[config.mk]
export PLATFORM = sky130hd
export DESIGN_NAME = bdHostBridge
export DESIGN_NICKNAME = d
export VERILOG_FILES = /design/src/common/bdWordPkg.sv /design/src/common/bdRegPkg.sv /design/src/fifo/wordFifo.sv /design/src/hdl/pipeInDecoder.sv /design/src/hdl/configRegs.sv /design/src/hdl/pacingTimer.sv /design/src/hdl/upstreamSerializer.sv /design/src/hdl/bdHostBridge.sv
export SDC_FILE = /design/constraint.sdc
export NUM_CORES = 1
export LEC_CHECK = 0
export ABC_AREA = 0
export BUFFER_PORTS_ARGS = -buffer_cell sky130_fd_sc_hd__buf_2
export CAP_MARGIN = 20
export CORE_MARGIN = 2
export CORE_UTILIZATION = 55
export DETAILED_ROUTE_END_ITERATION = 10
export GPL_ROUTABILITY_DRIVEN = 0
export PLACE_DENSITY = 0.77
export SKIP_CTS_REPAIR_TIMING = 1
export SLEW_MARGIN = 20
export SYNTH_ARGS = -nofsm -noshare
export SYNTH_HDL_FRONTEND = slang
export SYNTH_SLANG_ARGS = --single-unit
[constraint.sdc]
create_clock -name okClk -period 4.49 [get_ports okClk]
set_input_delay 0.2245 -clock okClk [delete_from_list [all_inputs] [get_ports okClk]]
set_output_delay 0.2245 -clock okClk [all_outputs]
set_load 0.02 [all_outputs]
[src/common/bdWordPkg.sv]
// ------------------------------------------------------------
// Host pipe and chip word formats
// ------------------------------------------------------------
package bdWordPkg;

  // Top two bits of every pipe-in word
  typedef enum logic [1:0] {
    chipWord  = 2'b00,
    reserved  = 2'b01,
    regWrite  = 2'b10,
    chanWrite = 2'b11
  } hostTagT;

  // Raw 32-bit pipe-in word
  typedef struct packed {
    hostTagT     tag;
    logic [29:0] body;
  } hostWordT;

  // Body of a register or channel write
  // Channel writes only use id[4:0]
  typedef struct packed {
    logic [5:0]  id;
    logic [7:0]  pad;
    logic [15:0] data;
  } cfgBodyT;

  // Downstream chip word, payload of the down FIFO
  typedef struct packed {
    logic [5:0]  leaf;
    logic [23:0] payload;
  } bdDownWordT;

  // Upstream chip word, payload of the up FIFO
  typedef struct packed {
    logic [9:0]  upper;
    logic [23:0] lower;
  } bdUpWordT;

  // Marker at the top of both pipe-out halves
  localparam logic [7:0] upTag = 8'hff;

endpackage

[src/common/bdRegPkg.sv]
// ------------------------------------------------------------
// Configuration register map
// ------------------------------------------------------------
package bdRegPkg;

  typedef logic [5:0]  regIdT;
  typedef logic [15:0] regDataT;

  // Decoded register write, one-cycle strobe
  typedef struct packed {
    logic    strobe;
    regIdT   id;
    regDataT data;
  } regWriteT;

  // Channel value update pulse
  typedef struct packed {
    logic       strobe;
    logic [4:0] chan;
    regDataT    data;
  } chanUpdateT;

  // Only the low half of the id space is backed by flops
  localparam int    numRegs  = 32;
  localparam regIdT regGap   = 6'd1;
  localparam regIdT regReset = 6'd31;
  localparam regIdT regNop   = 6'd63;

  // Words in flight per direction
  localparam int fifoDepth = 16;

endpackage

[src/fifo/wordFifo.sv]
`timescale 1ns/10ps

module wordFifo #(
  parameter type payloadT = logic [31:0],
  parameter int  depth    = 16
) (
  input  logic    okClk,
  input  logic    arstN,
  input  logic    push,
  input  payloadT pushData,
  input  logic    pop,
  output payloadT popData,
  output logic    full,
  output logic    empty
);

  localparam int ptrW = $clog2(depth);
  localparam logic [ptrW-1:0] lastPtr = ptrW'(depth - 1);

  payloadT         mem [depth];
  logic [ptrW-1:0] wrPtr;
  logic [ptrW-1:0] rdPtr;
  logic [ptrW:0]   count;
  logic            doPush;
  logic            doPop;

  // Push while full is dropped
  assign doPush = push && !full;
  assign doPop  = pop && !empty;

  // Storage
  always_ff @(posedge okClk) begin
    if (doPush) begin
      mem[wrPtr] <= pushData;
    end
  end

  // ------------------------------------------------------------
  // Pointers and occupancy
  // ------------------------------------------------------------
  always_ff @(posedge okClk or negedge arstN) begin
    if (!arstN) begin
      wrPtr <= '0;
      rdPtr <= '0;
      count <= '0;
    end else begin
      if (doPush) begin
        wrPtr <= (wrPtr == lastPtr) ? '0 : wrPtr + 1'b1;
      end
      if (doPop) begin
        rdPtr <= (rdPtr == lastPtr) ? '0 : rdPtr + 1'b1;
      end
      count <= count + {{ptrW{1'b0}}, doPush} - {{ptrW{1'b0}}, doPop};
    end
  end

  // Head word shown without a read cycle
  assign popData = mem[rdPtr];
  assign full    = (count == (ptrW + 1)'(depth));
  assign empty   = (count == '0);

endmodule

[src/hdl/pipeInDecoder.sv]
`timescale 1ns/10ps

module pipeInDecoder (
  input  logic                  okClk,
  input  logic                  arstN,
  input  logic                  pipeInWrite,
  input  bdWordPkg::hostWordT   pipeInData,
  output logic                  downPush,
  output bdWordPkg::bdDownWordT downWord,
  output bdRegPkg::regWriteT    regWrite,
  output bdRegPkg::chanUpdateT  chanUpdate
);

  logic              pushQ;
  logic              regStrobeQ;
  logic              chanStrobeQ;
  logic [29:0]       bodyQ;
  bdWordPkg::cfgBodyT cfgIn;
  bdWordPkg::cfgBodyT cfgQ;
  logic              regOk;

  // Register view of the incoming body
  assign cfgIn = bdWordPkg::cfgBodyT'(pipeInData.body);

  // Padding writes and ids above the file are dropped
  assign regOk = (cfgIn.id != bdRegPkg::regNop) &&
                 (cfgIn.id < bdRegPkg::regIdT'(bdRegPkg::numRegs));

  // ------------------------------------------------------------
  // Strobes, sorted by tag
  // ------------------------------------------------------------
  always_ff @(posedge okClk or negedge arstN) begin
    if (!arstN) begin
      pushQ       <= 1'b0;
      regStrobeQ  <= 1'b0;
      chanStrobeQ <= 1'b0;
    end else begin
      pushQ       <= pipeInWrite && (pipeInData.tag == bdWordPkg::chipWord);
      regStrobeQ  <= pipeInWrite && (pipeInData.tag == bdWordPkg::regWrite) && regOk;
      chanStrobeQ <= pipeInWrite && (pipeInData.tag == bdWordPkg::chanWrite);
    end
  end

  // Body held for whichever path fires
  always_ff @(posedge okClk) begin
    if (pipeInWrite) begin
      bodyQ <= pipeInData.body;
    end
  end

  assign cfgQ     = bdWordPkg::cfgBodyT'(bodyQ);
  assign downPush = pushQ;
  assign downWord = bdWordPkg::bdDownWordT'(bodyQ);

  assign regWrite   = '{strobe: regStrobeQ, id: cfgQ.id, data: cfgQ.data};
  assign chanUpdate = '{strobe: chanStrobeQ, chan: cfgQ.id[4:0], data: cfgQ.data};

endmodule

[src/hdl/configRegs.sv]
`timescale 1ns/10ps

module configRegs (
  input  logic               okClk,
  input  logic               arstN,
  input  bdRegPkg::regWriteT regWrite,
  output logic [15:0]        gapCycles,
  output logic               bdReset
);

  localparam int idxW = $clog2(bdRegPkg::numRegs);

  // Indices trimmed to the implemented range
  localparam logic [idxW-1:0] gapIdx   = idxW'(bdRegPkg::regGap);
  localparam logic [idxW-1:0] resetIdx = idxW'(bdRegPkg::regReset);

  bdRegPkg::regDataT regFile [bdRegPkg::numRegs];
  logic [idxW-1:0]   wrIdx;

  // Decoder already filtered out-of-range ids
  assign wrIdx = regWrite.id[idxW-1:0];

  // ------------------------------------------------------------
  // Register file
  // ------------------------------------------------------------
  always_ff @(posedge okClk or negedge arstN) begin
    if (!arstN) begin
      for (int i = 0; i < bdRegPkg::numRegs; i++) begin
        regFile[i] <= '0;
      end
      // Chip starts held in reset
      regFile[resetIdx] <= 16'h0001;
    end else if (regWrite.strobe) begin
      regFile[wrIdx] <= regWrite.data;
    end
  end

  // ------------------------------------------------------------
  // Fields used by the bridge
  // ------------------------------------------------------------

  // Idle cycles between downstream words
  assign gapCycles = regFile[gapIdx];

  // Chip reset, bit 0 of register 31
  assign bdReset = regFile[resetIdx][0];

endmodule

[src/hdl/pacingTimer.sv]
`timescale 1ns/10ps

module pacingTimer (
  input  logic        okClk,
  input  logic        arstN,
  input  logic        start,
  input  logic [15:0] gapCycles,
  output logic        gapDone
);

  logic [15:0] count;

  // ------------------------------------------------------------
  // Gap counter
  // ------------------------------------------------------------

  // Reload on each accepted chip word
  // Valid stays low while nonzero
  always_ff @(posedge okClk or negedge arstN) begin
    if (!arstN) begin
      count <= '0;
    end else if (start) begin
      count <= gapCycles;
    end else if (count != '0) begin
      count <= count - 16'd1;
    end
  end

  // Zero gap gives back-to-back transfers
  assign gapDone = (count == '0);

endmodule

[src/hdl/upstreamSerializer.sv]
`timescale 1ns/10ps

module upstreamSerializer (
  input  logic                okClk,
  input  logic                arstN,
  input  logic                fifoEmpty,
  input  bdWordPkg::bdUpWordT fifoData,
  input  logic                pipeOutRead,
  output logic                fifoPop,
  output logic [31:0]         pipeOutData,
  output logic                pipeOutAvailable
);

  typedef enum logic [1:0] {
    idle,
    lowHalf,
    highHalf
  } serStateT;

  serStateT            state;
  bdWordPkg::bdUpWordT holdQ;

  // Capture only from idle
  assign fifoPop = (state == idle) && !fifoEmpty;

  // ------------------------------------------------------------
  // Half sequencing
  // ------------------------------------------------------------
  always_ff @(posedge okClk or negedge arstN) begin
    if (!arstN) begin
      state <= idle;
    end else begin
      case (state)
        idle:     if (!fifoEmpty) state <= lowHalf;
        lowHalf:  if (pipeOutRead) state <= highHalf;
        highHalf: if (pipeOutRead) state <= idle;
        default:  state <= idle;
      endcase
    end
  end

  // Chip word held until both halves are read
  always_ff @(posedge okClk) begin
    if (fifoPop) begin
      holdQ <= fifoData;
    end
  end

  // ------------------------------------------------------------
  // Pipe-out word
  // ------------------------------------------------------------

  // Low half first, then tag, padding and bits 33:24
  assign pipeOutData = (state == highHalf) ?
                       {bdWordPkg::upTag, 14'd0, holdQ.upper} :
                       {bdWordPkg::upTag, holdQ.lower};

  assign pipeOutAvailable = (state != idle);

endmodule

[src/hdl/bdHostBridge.sv]
`timescale 1ns/10ps

module bdHostBridge (
  input  logic                  okClk,
  input  logic                  arstN,
  input  logic                  pipeInWrite,
  input  bdWordPkg::hostWordT   pipeInData,
  output logic                  pipeInReady,
  input  logic                  pipeOutRead,
  output logic [31:0]           pipeOutData,
  output logic                  pipeOutAvailable,
  output logic                  bdOutValid,
  input  logic                  bdOutReady,
  output bdWordPkg::bdDownWordT bdOutData,
  input  logic                  bdInValid,
  output logic                  bdInReady,
  input  bdWordPkg::bdUpWordT   bdInData,
  output logic                  bdReset,
  output bdRegPkg::chanUpdateT  chanUpdate
);

  logic                  downPush;
  bdWordPkg::bdDownWordT downWord;
  logic                  downFull;
  logic                  downEmpty;
  logic                  downXfer;
  bdRegPkg::regWriteT    cfgWrite;
  logic [15:0]           gapCycles;
  logic                  gapDone;
  logic                  upFull;
  logic                  upEmpty;
  logic                  upPop;
  bdWordPkg::bdUpWordT   upData;

  // ------------------------------------------------------------
  // Downstream path
  // ------------------------------------------------------------
  pipeInDecoder decoder (
    .okClk, .arstN, .pipeInWrite, .pipeInData,
    .downPush, .downWord, .regWrite(cfgWrite), .chanUpdate
  );

  configRegs regs (.okClk, .arstN, .regWrite(cfgWrite), .gapCycles, .bdReset);

  wordFifo #(.payloadT(bdWordPkg::bdDownWordT), .depth(bdRegPkg::fifoDepth)) downFifo (
    .okClk, .arstN, .push(downPush), .pushData(downWord),
    .pop(downXfer), .popData(bdOutData), .full(downFull), .empty(downEmpty)
  );

  // Valid only once the gap has elapsed
  assign bdOutValid  = gapDone && !downEmpty;
  assign downXfer    = bdOutValid && bdOutReady;
  assign pipeInReady = !downFull;

  pacingTimer pacer (.okClk, .arstN, .start(downXfer), .gapCycles, .gapDone);

  // ------------------------------------------------------------
  // Upstream path
  // ------------------------------------------------------------
  assign bdInReady = !upFull;

  wordFifo #(.payloadT(bdWordPkg::bdUpWordT), .depth(bdRegPkg::fifoDepth)) upFifo (
    .okClk, .arstN, .push(bdInValid && bdInReady), .pushData(bdInData),
    .pop(upPop), .popData(upData), .full(upFull), .empty(upEmpty)
  );

  upstreamSerializer serializer (
    .okClk, .arstN, .fifoEmpty(upEmpty), .fifoData(upData), .pipeOutRead,
    .fifoPop(upPop), .pipeOutData, .pipeOutAvailable
  );

endmodule

# ---- Yosys cells after proc, flatten, opt, wreduce, memory -nomap -nowiden
# Memories as Yosys holds them, arrays and structs flattened. A register that Yosys moved wholly into a read port is not among the register bits.
# Index checks and enable logic that the tools add are counted.
dict set report totals {
  input_bits 72
  output_inout_bits 89
  word_cells 118
  mem_bits_rw 1024
  mem_count 2
  reg_bits 589
}
# memory words width read_ports rd_clocked_by_memory_dff write_ports line_no
set memory_table {}
lappend memory_table {upFifo.mem 16 34 1 1 1 wordFifo.sv:20} ;# payloadT mem [depth];
lappend memory_table {downFifo.mem 16 30 1 0 1 wordFifo.sv:20}
dict set report classes {
  n_mux 18
  n_eq_ne 14
  n_reduce_logical 27
  n_lt_le_gt_ge 3
  addsub 9
  bitwise 1
}
# operator n
set ops {}
lappend ops {{bitwise mux 512 bit} 1}
lappend ops {{demux 16 bit (select 5 bit)} 1}
lappend ops {{two-way mux 16 bit} 3}
lappend ops {{two-way mux 24 bit} 1}
lappend ops {{adder 4 x 1 -> 4 bit, second input constant} 4}
lappend ops {{== test 4 bit, second input constant} 4}
lappend ops {{logical NOT 16 bit} 1}
lappend ops {{two-way mux 4 bit} 4}
lappend ops {{nonzero test 16 bit} 1}
lappend ops {{subtractor 16 x 1 -> 16 bit, second input constant} 1}
lappend ops {{logical AND 1 bit} 14}
lappend ops {{adder 5 x 1 -> 5 bit} 2}
lappend ops {{== test 5 bit, second input constant} 2}
lappend ops {{logical NOT 5 bit} 2}
lappend ops {{subtractor 5 x 1 -> 5 bit} 2}
lappend ops {{== test 2 bit, second input constant} 3}
lappend ops {{>= comparator 6 bit, second input constant} 1}
lappend ops {{< comparator 6 x 1 -> 1 bit, second input constant} 1}
lappend ops {{< comparator 6 bit, second input constant} 1}
lappend ops {{two-way mux 2 bit} 3}
lappend ops {{inequality test 2 bit, second input constant} 3}
lappend ops {{inequality test 6 bit, second input constant} 1}
lappend ops {{inverter 5 -> 6 bit} 1}
lappend ops {{case mux 2 bit (3 select lines)} 1}
lappend ops {{6 further kinds} 14}

# ---- Depth between registers and ports, before layout
# Gate-level depths: netlist (run 1).
dict set report logic_depth {
  depth_word 6
  ltp_mapped 13
  mapped_depth_nobuf 13
}

# ---- By module
# From an unflattened synthesis (run 1), not the netlist that was laid out.
dict set report unflattened {
  cells_unflattened 2188
  area_unflattened_um2 44893.1
}
# module n_inst seq_area_each_um2 cells_each area_each_um2
set modules_own_cells {}
lappend modules_own_cells {{wordFifo at upFifo} 1 16661.0 920 21167.8}
lappend modules_own_cells {{wordFifo at downFifo} 1 14739.1 960 19203.4}
lappend modules_own_cells {upstreamSerializer 1 1071.0 79 1442.6}
lappend modules_own_cells {pipeInDecoder 1 975.9 81 1341.3}
lappend modules_own_cells {pacingTimer 1 400.4 104 1006.0}
lappend modules_own_cells {configRegs 1 426.7 39 703.2}
lappend modules_own_cells {bdHostBridge 1 0.0 5 28.8}

# ---- Worst setup path after synthesis (run 1)
# Ideal clock, no wire load.
dict set report synth_timing {
  path_type {register to register}
  from {reg downFifo.count[2]}
  to {mem downFifo.mem[0][0] (netlist bit) (enable)}
  setup_ns 0.493
  period_less_slack_ns 4.394
  slack_ns 0.096
  required_ns 3.997
  path_stages_with_launch 6
  arrival_time_ns 3.902
  n_path_buf 0
  path_cell_list {dfrtp_1 > inv_1 > ha_1 > nand4bb_1 > nand2_1 > nor4_1}
}
dict set report synth_via {
  elab_chain_len 5
}
# element line_no
set synth_rtl {}
lappend synth_rtl {{start, declared} wordFifo.sv:23} ;# logic [ptrW:0] count;
lappend synth_rtl {{start signal, assigned} wordFifo.sv:53} ;# count <= count + {{ptrW{1'b0}}, doPush} - {{ptrW{1'b0}}, doPop};
lappend synth_rtl {{== test 5 bit} wordFifo.sv:59} ;# assign full = (count == (ptrW + 1)'(depth));
lappend synth_rtl {{logical NOT 1 bit} n/a}
lappend synth_rtl {{named net pipeInReady} bdHostBridge.sv:8} ;# output logic pipeInReady,
lappend synth_rtl {{logical AND 1 bit} wordFifo.sv:28} ;# assign doPush = push && !full;
lappend synth_rtl {{two-way mux 1 bit} wordFifo.sv:33} ;# if (doPush) begin
lappend synth_rtl {{two-way mux 1 bit (implied by the code)} wordFifo.sv:34} ;# mem[wrPtr] <= pushData;
lappend synth_rtl {{end, declared} wordFifo.sv:20}
# The timed path passes the listed nets, and every way through them passes these cells.

==> results.py, run 1 <==
metrics = {
    "setup_path": {
        "critical_path.cell_chain": "buf_4, mux4_2, a22oi_1, nand2_1, buf_2",
        "worst_reg_to_reg_path_cell_count": 11,
        "worst_path_dominant_cell_family": "flip-flops",
        "critPathArrivalTime_ns": 3.22,
        "critical_path_cell_count": 5,
        "slowest_stage": "sky130_fd_sc_hd__dfrtp_4",
        "critPathKind": "register to output port",
        "worst-path-buf-inv": 2,
        "cp_max_fo": 35,
        "end_kind": "output port",
        "required_time_reported_for_the_critical_path_endpoint_ns": 4.27,
        "critical_path.startpoint_type": "register",
        "critical_path.max_stage_delay_ns": 0.90,
    },
    "clock_tree": {
        "cts_sinks": 1152,
        "cts_inserted_buffers": 108,
        "cts_tree": "done",
        "clock_latency_ns": 0.68,
        "cts-root-to-sink-buffers": 3,
        "cts_max_level": 3,
        "clockRootBuffer": "sky130_fd_sc_hd__clkbuf_16",
        "clock_slew_at_reported_path_ffs_ns": 0.06,
    },
    "yosys": {
        "async_reset_ff_frac": 0.0556,
        "cell_count_after_synthesis": 2043,
        "synth_top_cell_area_share": 0.742,
        "yosysTopAreaCell": "sky130_fd_sc_hd__edfxtp_1",
        "syn_avg_cell_area_um2": 21.6,
        "ys_seq_elements": 1152,
        "post_synth_most_frequent_cells": "sky130_fd_sc_hd__edfxtp_1, sky130_fd_sc_hd__mux4_2, sky130_fd_sc_hd__a22oi_1, sky130_fd_sc_hd__nand2_1, sky130_fd_sc_hd__clkbuf_1",
        "synth_edf_count": 1088,
        "synthMostInstantiatedCell": "sky130_fd_sc_hd__edfxtp_1",
        "synthesis.area_mm2": 0.0441,
        "ys.warnings.count": 0,
        "yosysUniqueCellTypes": 61,
        "synth_sequential_area_ratio": 0.778,
        "most_area_consuming_cells_after_synthesis": "sky130_fd_sc_hd__edfxtp_1, sky130_fd_sc_hd__mux4_2, sky130_fd_sc_hd__dfrtp_1, sky130_fd_sc_hd__a22oi_1, sky130_fd_sc_hd__mux2_2",
        "synth_top_flop_cell": "sky130_fd_sc_hd__edfxtp_1",
    },
    "floorplan": {
        "design.core.area_mm2": 0.0791,
        "io_pins": 161,
        "placement_rows": 103,
        "die-height_um": 287,
        "die-width_um": 287,
        "initial_core_utilization": 0.557,
        "design.die.area_mm2": 0.0824,
    },
    "layout": {
        "area_growth_pct": 14.8,
        "final_layout_size_suffix_gt1_frac": 0.296,
        "register_area_mm2": 0.0343,
        "fin_util": 0.639,
        "finalNetCount": 2398,
        "fillerInstances": 5069,
        "multi_input_area_mm2": 0.00931,
    },
    "timing": {
        "slew_violations": 0,
        "hold_violations": 0,
        "worst_skew_ns": 0.0258,
        "layout_worst_path_cycle_share": 0.768,
        "max-slew-margin-rel": 0.229,
        "setup_tns_ns": 0,
        "max_freq_mhz": 290,
        "final_period_minus_worst_setup_slack_ns": 3.45,
        "max_slew.worst_pin.slew_ns": 1.16,
        "grt_setup_unrepaired": "no",
        "setup-violations-final": 0,
    },
    "routing": {
        "final_antenna_net_count": 0,
        "drtIter0Drc": 2206,
        "drt_pass1_iterations": 5,
        "avgViaCountPerCell": 6.26,
        "detailroute.via_count": 21600,
        "routed_wl_um": 97300,
        "drcViolationCount": 0,
        "post_drt_wl_per_cell_um": 28.2,
    },
    "global_routing": {
        "grt_pass1_wl_um": 144000,
        "use_met3": 0.0398,
        "gr-usage-met1": 0.301,
        "grt_use_total": 0.238,
        "globalRoute.busiestLayer": "met2",
        "grt_pass1_vias": 22500,
        "grt_max_degree": 77,
        "antenna_violations_before_repair": 6,
        "globalRouteOverflowTotal": 0,
        "grt_use_met2": 0.417,
    },
    "power": {
        "p_leak_nw": 16.6,
        "maximum_vdd_drop_mv": 0.470,
        "powerDensity_mw_per_mm2": 549,
    },
    "placed_design": {
        "port-buffer-count": 152,
        "detailedPlacementHpwl_um": 52500,
    },
    "outcome": {
        "run_status": "complete, no violations",
    },
    "hold_path": {
        "hold_critical_path_depth": 3,
        "min_path_type": "primary input to register",
    },
    "run": {
        "drv_cap": 0,
    },
}
==> per-stage QoR <==
stage / total power [mW] / worst slack [ns] / std cells / area (um2) / hold WS, ns
CTS: 27.9 / 0.946 / 3371 / 49900 / -0.321
global placement: 18.5 / 1.42 / 3169 / 46200 / 0.378
finish: 27.8 / 1.04 / 3444 / 50600 / 0.0487
detailed placement: 18.7 / 1.29 / 3170 / 46200 / 0.394
floorplan: 16.9 / 0.0959 / 2050 / 44100 / -0.0711
global route: 28.7 / 0.856 / 3443 / 50600 / 0.0502
==> per-layer routing <==
| metal | routed length [um] | part of all wire | vias up |
|---|---|---|---|
| met5 | 34 | 0.00035 | - |
| met1 | 35500 | 0.37 | 11300 |
| met3 | 6590 | 0.068 | 215 |
| li1 | - | - | 8991 |
| met4 | 3140 | 0.032 | 6 |
| met2 | 52000 | 0.53 | 1060 |
==> cell families (layout without fill, tap and decap cells) <==
family          after synthesis  after routing  share of synthesized area
flops                      1152           1152                      0.778
mux                         291            291                      0.140
simple gates                221            221                     0.0258
compound gates              180            180                     0.0297
buf+inv                     160            501                     0.0166
fa+ha+maj                    26             26                    0.00773
xor+xnor                     12             12                    0.00239
other cells                   1             11                  0.0000851
==> path summary, 6_finish.rpt <==
kind                                    from             endpoint  slack, ns
max reg2reg                  pacer.count[11]    downFifo.count[4]       1.11
min reg2reg                regs.gapCycles[2]       pacer.count[2]       0.47
max                        downFifo.rdPtr[0]         bdOutData[6]       1.04
min                               bdOutReady    downFifo.rdPtr[3]       0.05
min in group asynchronous              arstN  serializer.state[1]       0.23
max in group asynchronous              arstN    downFifo.rdPtr[1]       3.53
==> state kept, by name, indices dropped and copies added, names as in the netlist, 2 cells and up <==
| signal | flops |
|---|---|
| upFifo.mem | 544 |
| serializer.holdQ | 34 |
| pacer.count | 16 |
| serializer.state | 2 |
| decoder.downWord | 30 |
| regs.gapCycles | 16 |
| downFifo.mem | 480 |
| upFifo.wrPtr | 4 |
| upFifo.count | 5 |
| upFifo.rdPtr | 4 |
| downFifo.rdPtr | 4 |
| downFifo.wrPtr | 4 |
| downFifo.count | 5 |
==> worst min-delay path: cells and delay by family <==
kind,cells,cell delay (ns)
and+or+nand+nor,1,0.21
AOI/OAI and AO/OA,1,0.12
buffers and inverters,1,0.11
==> placed cells by master, fill, tap and decap left out, drive strengths merged, types with 4 or more instances in the layout <==
master / instances
nor3: 11
nor2: 29
a22oi: 128
nand3: 20
nand2b: 8
dfrtp: 63
nand2: 80
mux2i: 4
clkinv: 44
dlygate4sd3: 69
buf: 201
a21o: 6
a21oi: 12
and2: 26
or3: 8
mux4: 256
clkinvlp: 7
ha: 24
mux2: 31
xor2: 4
inv: 34
bufinv: 12
nor4: 13
nand4: 4
o21ai: 12
a211o: 4
conb: 8
edfxtp: 1088
xnor2: 8
nor3b: 4
clkbuf: 134
==> report_power, final <==
part | leakage, nW | internal (mW) | switching, mW
Sequential | 10.6 | 12.9 | 0.571
Clock | 1.77 | 5.34 | 3.87
Combinational | 4.16 | 2.18 | 2.95
Total | 16.6 | 20.4 | 7.39
==> cell type report <==
class	instances	share of cell area
sequential	1152	0.678
clock buffer	134	0.0582
inverter	30	0.00223
timing repair buffer	270	0.0383
multi-input combinational	738	0.184
tap	1050	0.0260
antenna	3	0.000148
clock inverter	67	0.0132
(Power assumes the default switching activity.)
==> inputs of run 2 (changes only) <==
==> constraint.sdc (replaced) <==
create_clock -name okClk -period 3.1 [get_ports okClk]
set_input_delay 0.155 -clock okClk [delete_from_list [all_inputs] [get_ports okClk]]
set_output_delay 0.155 -clock okClk [all_outputs]
set_load 0.02 [all_outputs]
==> run 2 against run 1 <==
Critical endpoint is now bdOutData[7]. Worst setup slack worse by 0.88 ns. Hold slack got worse by 0.070 ns. Critical path depth did not move. Count of clock-buffer cells in the layout grew 6. Highest routed layer unchanged. First-iteration DRC count rose by 0.73%. Die area stayed put. Utilization is 0.68 points higher. Clock power increased by 42%. Clock skew rose by 0.0041 ns. The flow now finishes with violations (negative hold slack). Wire length increased by 0.30%.
==> results.py, run 2 (synthesized netlist as in run 1, its figures left out) <==
metrics = {
    "outcome": {
        "run_status": "finished with violations",
        "violations": "negative hold slack",
    },
    "timing": {
        "final_period_minus_worst_setup_slack_ns": 2.93,
        "max-slew-margin-rel": 0.395,
        "slew_violations": 0,
        "setup_tns_ns": 0,
        "grt_setup_unrepaired": "no",
        "setup-violations-final": 0,
        "layout_worst_path_cycle_share": 0.947,
        "final.hold.worst_slack_ns": -0.0209,
        "worst_skew_ns": 0.0299,
        "max_slew.worst_pin.slew_ns": 0.908,
        "hold_violations": 1,
        "max_freq_mhz": 341,
    },
    "floorplan": {
        "die-width_um": 287,
        "io_pins": 161,
        "design.die.area_mm2": 0.0824,
        "placement_rows": 103,
        "die-height_um": 287,
        "initial_core_utilization": 0.557,
        "design.core.area_mm2": 0.0791,
    },
    "routing": {
        "detailroute.via_count": 21800,
        "drt_pass1_iterations": 6,
        "drtIter0Drc": 2222,
        "drcViolationCount": 0,
        "routed_wl_um": 97600,
        "final_antenna_net_count": 0,
        "avgViaCountPerCell": 6.25,
        "post_drt_wl_per_cell_um": 28.0,
    },
    "layout": {
        "top_register": "upFifo.mem",
        "area_growth_pct": 16.0,
        "multi_input_area_mm2": 0.00937,
        "register_area_mm2": 0.0343,
        "fin_util": 0.646,
        "finalNetCount": 2437,
        "fillerInstances": 4976,
        "post_layout_nonfiller_instances": 3484,
        "layout.cells.most_common_list": "sky130_fd_sc_hd__edfxtp_1, sky130_fd_sc_hd__mux4_2, sky130_fd_sc_hd__buf_2, sky130_fd_sc_hd__a22oi_1, sky130_fd_sc_hd__clkbuf_16",
        "final_common_cell": "sky130_fd_sc_hd__edfxtp_1",
        "final_layout_size_suffix_gt1_frac": 0.298,
        "largest_reg_flops": 544,
        "largest_registers_ranked_by_flip_flop_count": "upFifo.mem x544, downFifo.mem x480, serializer.holdQ x34",
    },
    "setup_path": {
        "worst-path-buf-inv": 2,
        "critPathArrivalTime_ns": 2.78,
        "end_kind": "output port",
        "critPathKind": "register to output port",
        "critical_path_cell_count": 5,
        "regToRegSetupSlack_ns": 0.18,
        "slowest_stage": "sky130_fd_sc_hd__dfrtp_4",
        "required_time_reported_for_the_critical_path_endpoint_ns": 2.94,
        "critical_path.cell_chain": "buf_12, mux4_2, a22oi_1, nand2_1, buf_2",
        "critical_path.endpoint": "bdOutData[7]",
        "worst_reg_to_reg_path_cell_count": 11,
        "critical_path.max_stage_delay_ns": 0.82,
        "r2r_end": "downFifo.count[4]",
        "rr_startpoint": "pacer.count[11]",
        "worst_path_dominant_cell_family": "flip-flops",
        "critical_path.startpoint_type": "register",
        "cp_max_fo": 39,
        "cp-startpoint": "downFifo.rdPtr[1]",
    },
    "clock_tree": {
        "clock_slew_at_reported_path_ffs_ns": 0.06,
        "clock_latency_ns": 0.68,
        "clockRootBuffer": "sky130_fd_sc_hd__clkbuf_16",
        "cts-root-to-sink-buffers": 3,
        "cts_tree": "done",
        "cts_max_level": 3,
        "cts_inserted_buffers": 111,
        "cts_sinks": 1152,
    },
    "global_routing": {
        "grt_max_degree": 65,
        "grt_pass1_vias": 22700,
        "grt_pass1_wl_um": 145000,
        "antenna_violations_before_repair": 2,
        "grt_use_total": 0.238,
        "globalRouteOverflowTotal": 0,
    },
    "power": {
        "powerDensity_mw_per_mm2": 788,
        "maximum_vdd_drop_mv": 0.919,
        "p_leak_nw": 16.8,
    },
    "hold_path": {
        "hold_critical_path_depth": 4,
        "min_path_type": "primary input to register",
    },
    "placed_design": {
        "detailedPlacementHpwl_um": 52900,
        "port-buffer-count": 152,
        "place_inst": 3203,
    },
    "run": {
        "drv_cap": 0,
    },
}
run 2: area by class of cell:
cell class | instances | area share
Multi-Input combinational cell | 738 | 0.183
Clock inverter | 66 | 0.0127
Sequential cell | 1152 | 0.671
Timing Repair Buffer | 306 | 0.0489
Tap cell | 1050 | 0.0257
Inverter | 30 | 0.00220
Antenna cell | 2 | 0.0000979
Clock buffer | 140 | 0.0565
run 2: worst min-delay path by stage:
| stage | startpoint | to | slack [ns] |
|---|---|---|---|
| after floorplan | arstN | decoder.chanStrobeQ | -0.14 |
| after global placement | arstN | serializer.state[1] | 0.30 |
| after detailed placement | arstN | upFifo.count[4] | 0.32 |
| after CTS | arstN | upFifo.count[4] | -0.40 |
| after global routing | bdOutReady | downFifo.rdPtr[3] | 0.0004 |
| final | bdOutReady | downFifo.rdPtr[3] | -0.02 |
run 2: per-layer routing:
layer / routed length, um / global-route usage
met1: 36200 / 0.306
met2: 52500 / 0.422
met3: 6340 / 0.0376
met4: 2570 / 0.0707
met5: 10 / 0
run 2: power breakdown:
group          leakage [nW]  switching, mW  internal, mW
Sequential             10.6          0.895          18.6
Combinational          4.43           4.30          3.37
Clock                  1.70           5.71          7.38
Total                  16.8           10.9          29.4
run 2: stage by stage:
stage          cell area (um2)  total power, mW  setup WS (ns)
3_3_place_gp             46800             27.1          0.351
4_1_cts                  50400             40.5        -0.0244
3_5_place_dp             46800             27.4          0.278
5_1_grt                  51100             41.7         0.0368
2_1_floorplan            44200             24.6         -0.225
6_report                 51100             40.3          0.165
run 2: worst reg2reg max path: cells and delay by family, from the launching register on:
kind / cells / cell delay [ns]
compound gates: 1 / 0.17
xor+xnor: 1 / 0.13
fa+ha+maj: 3 / 0.83
buf+inv: 1 / 0.05
flops: 1 / 0.45
simple gates: 5 / 1.21
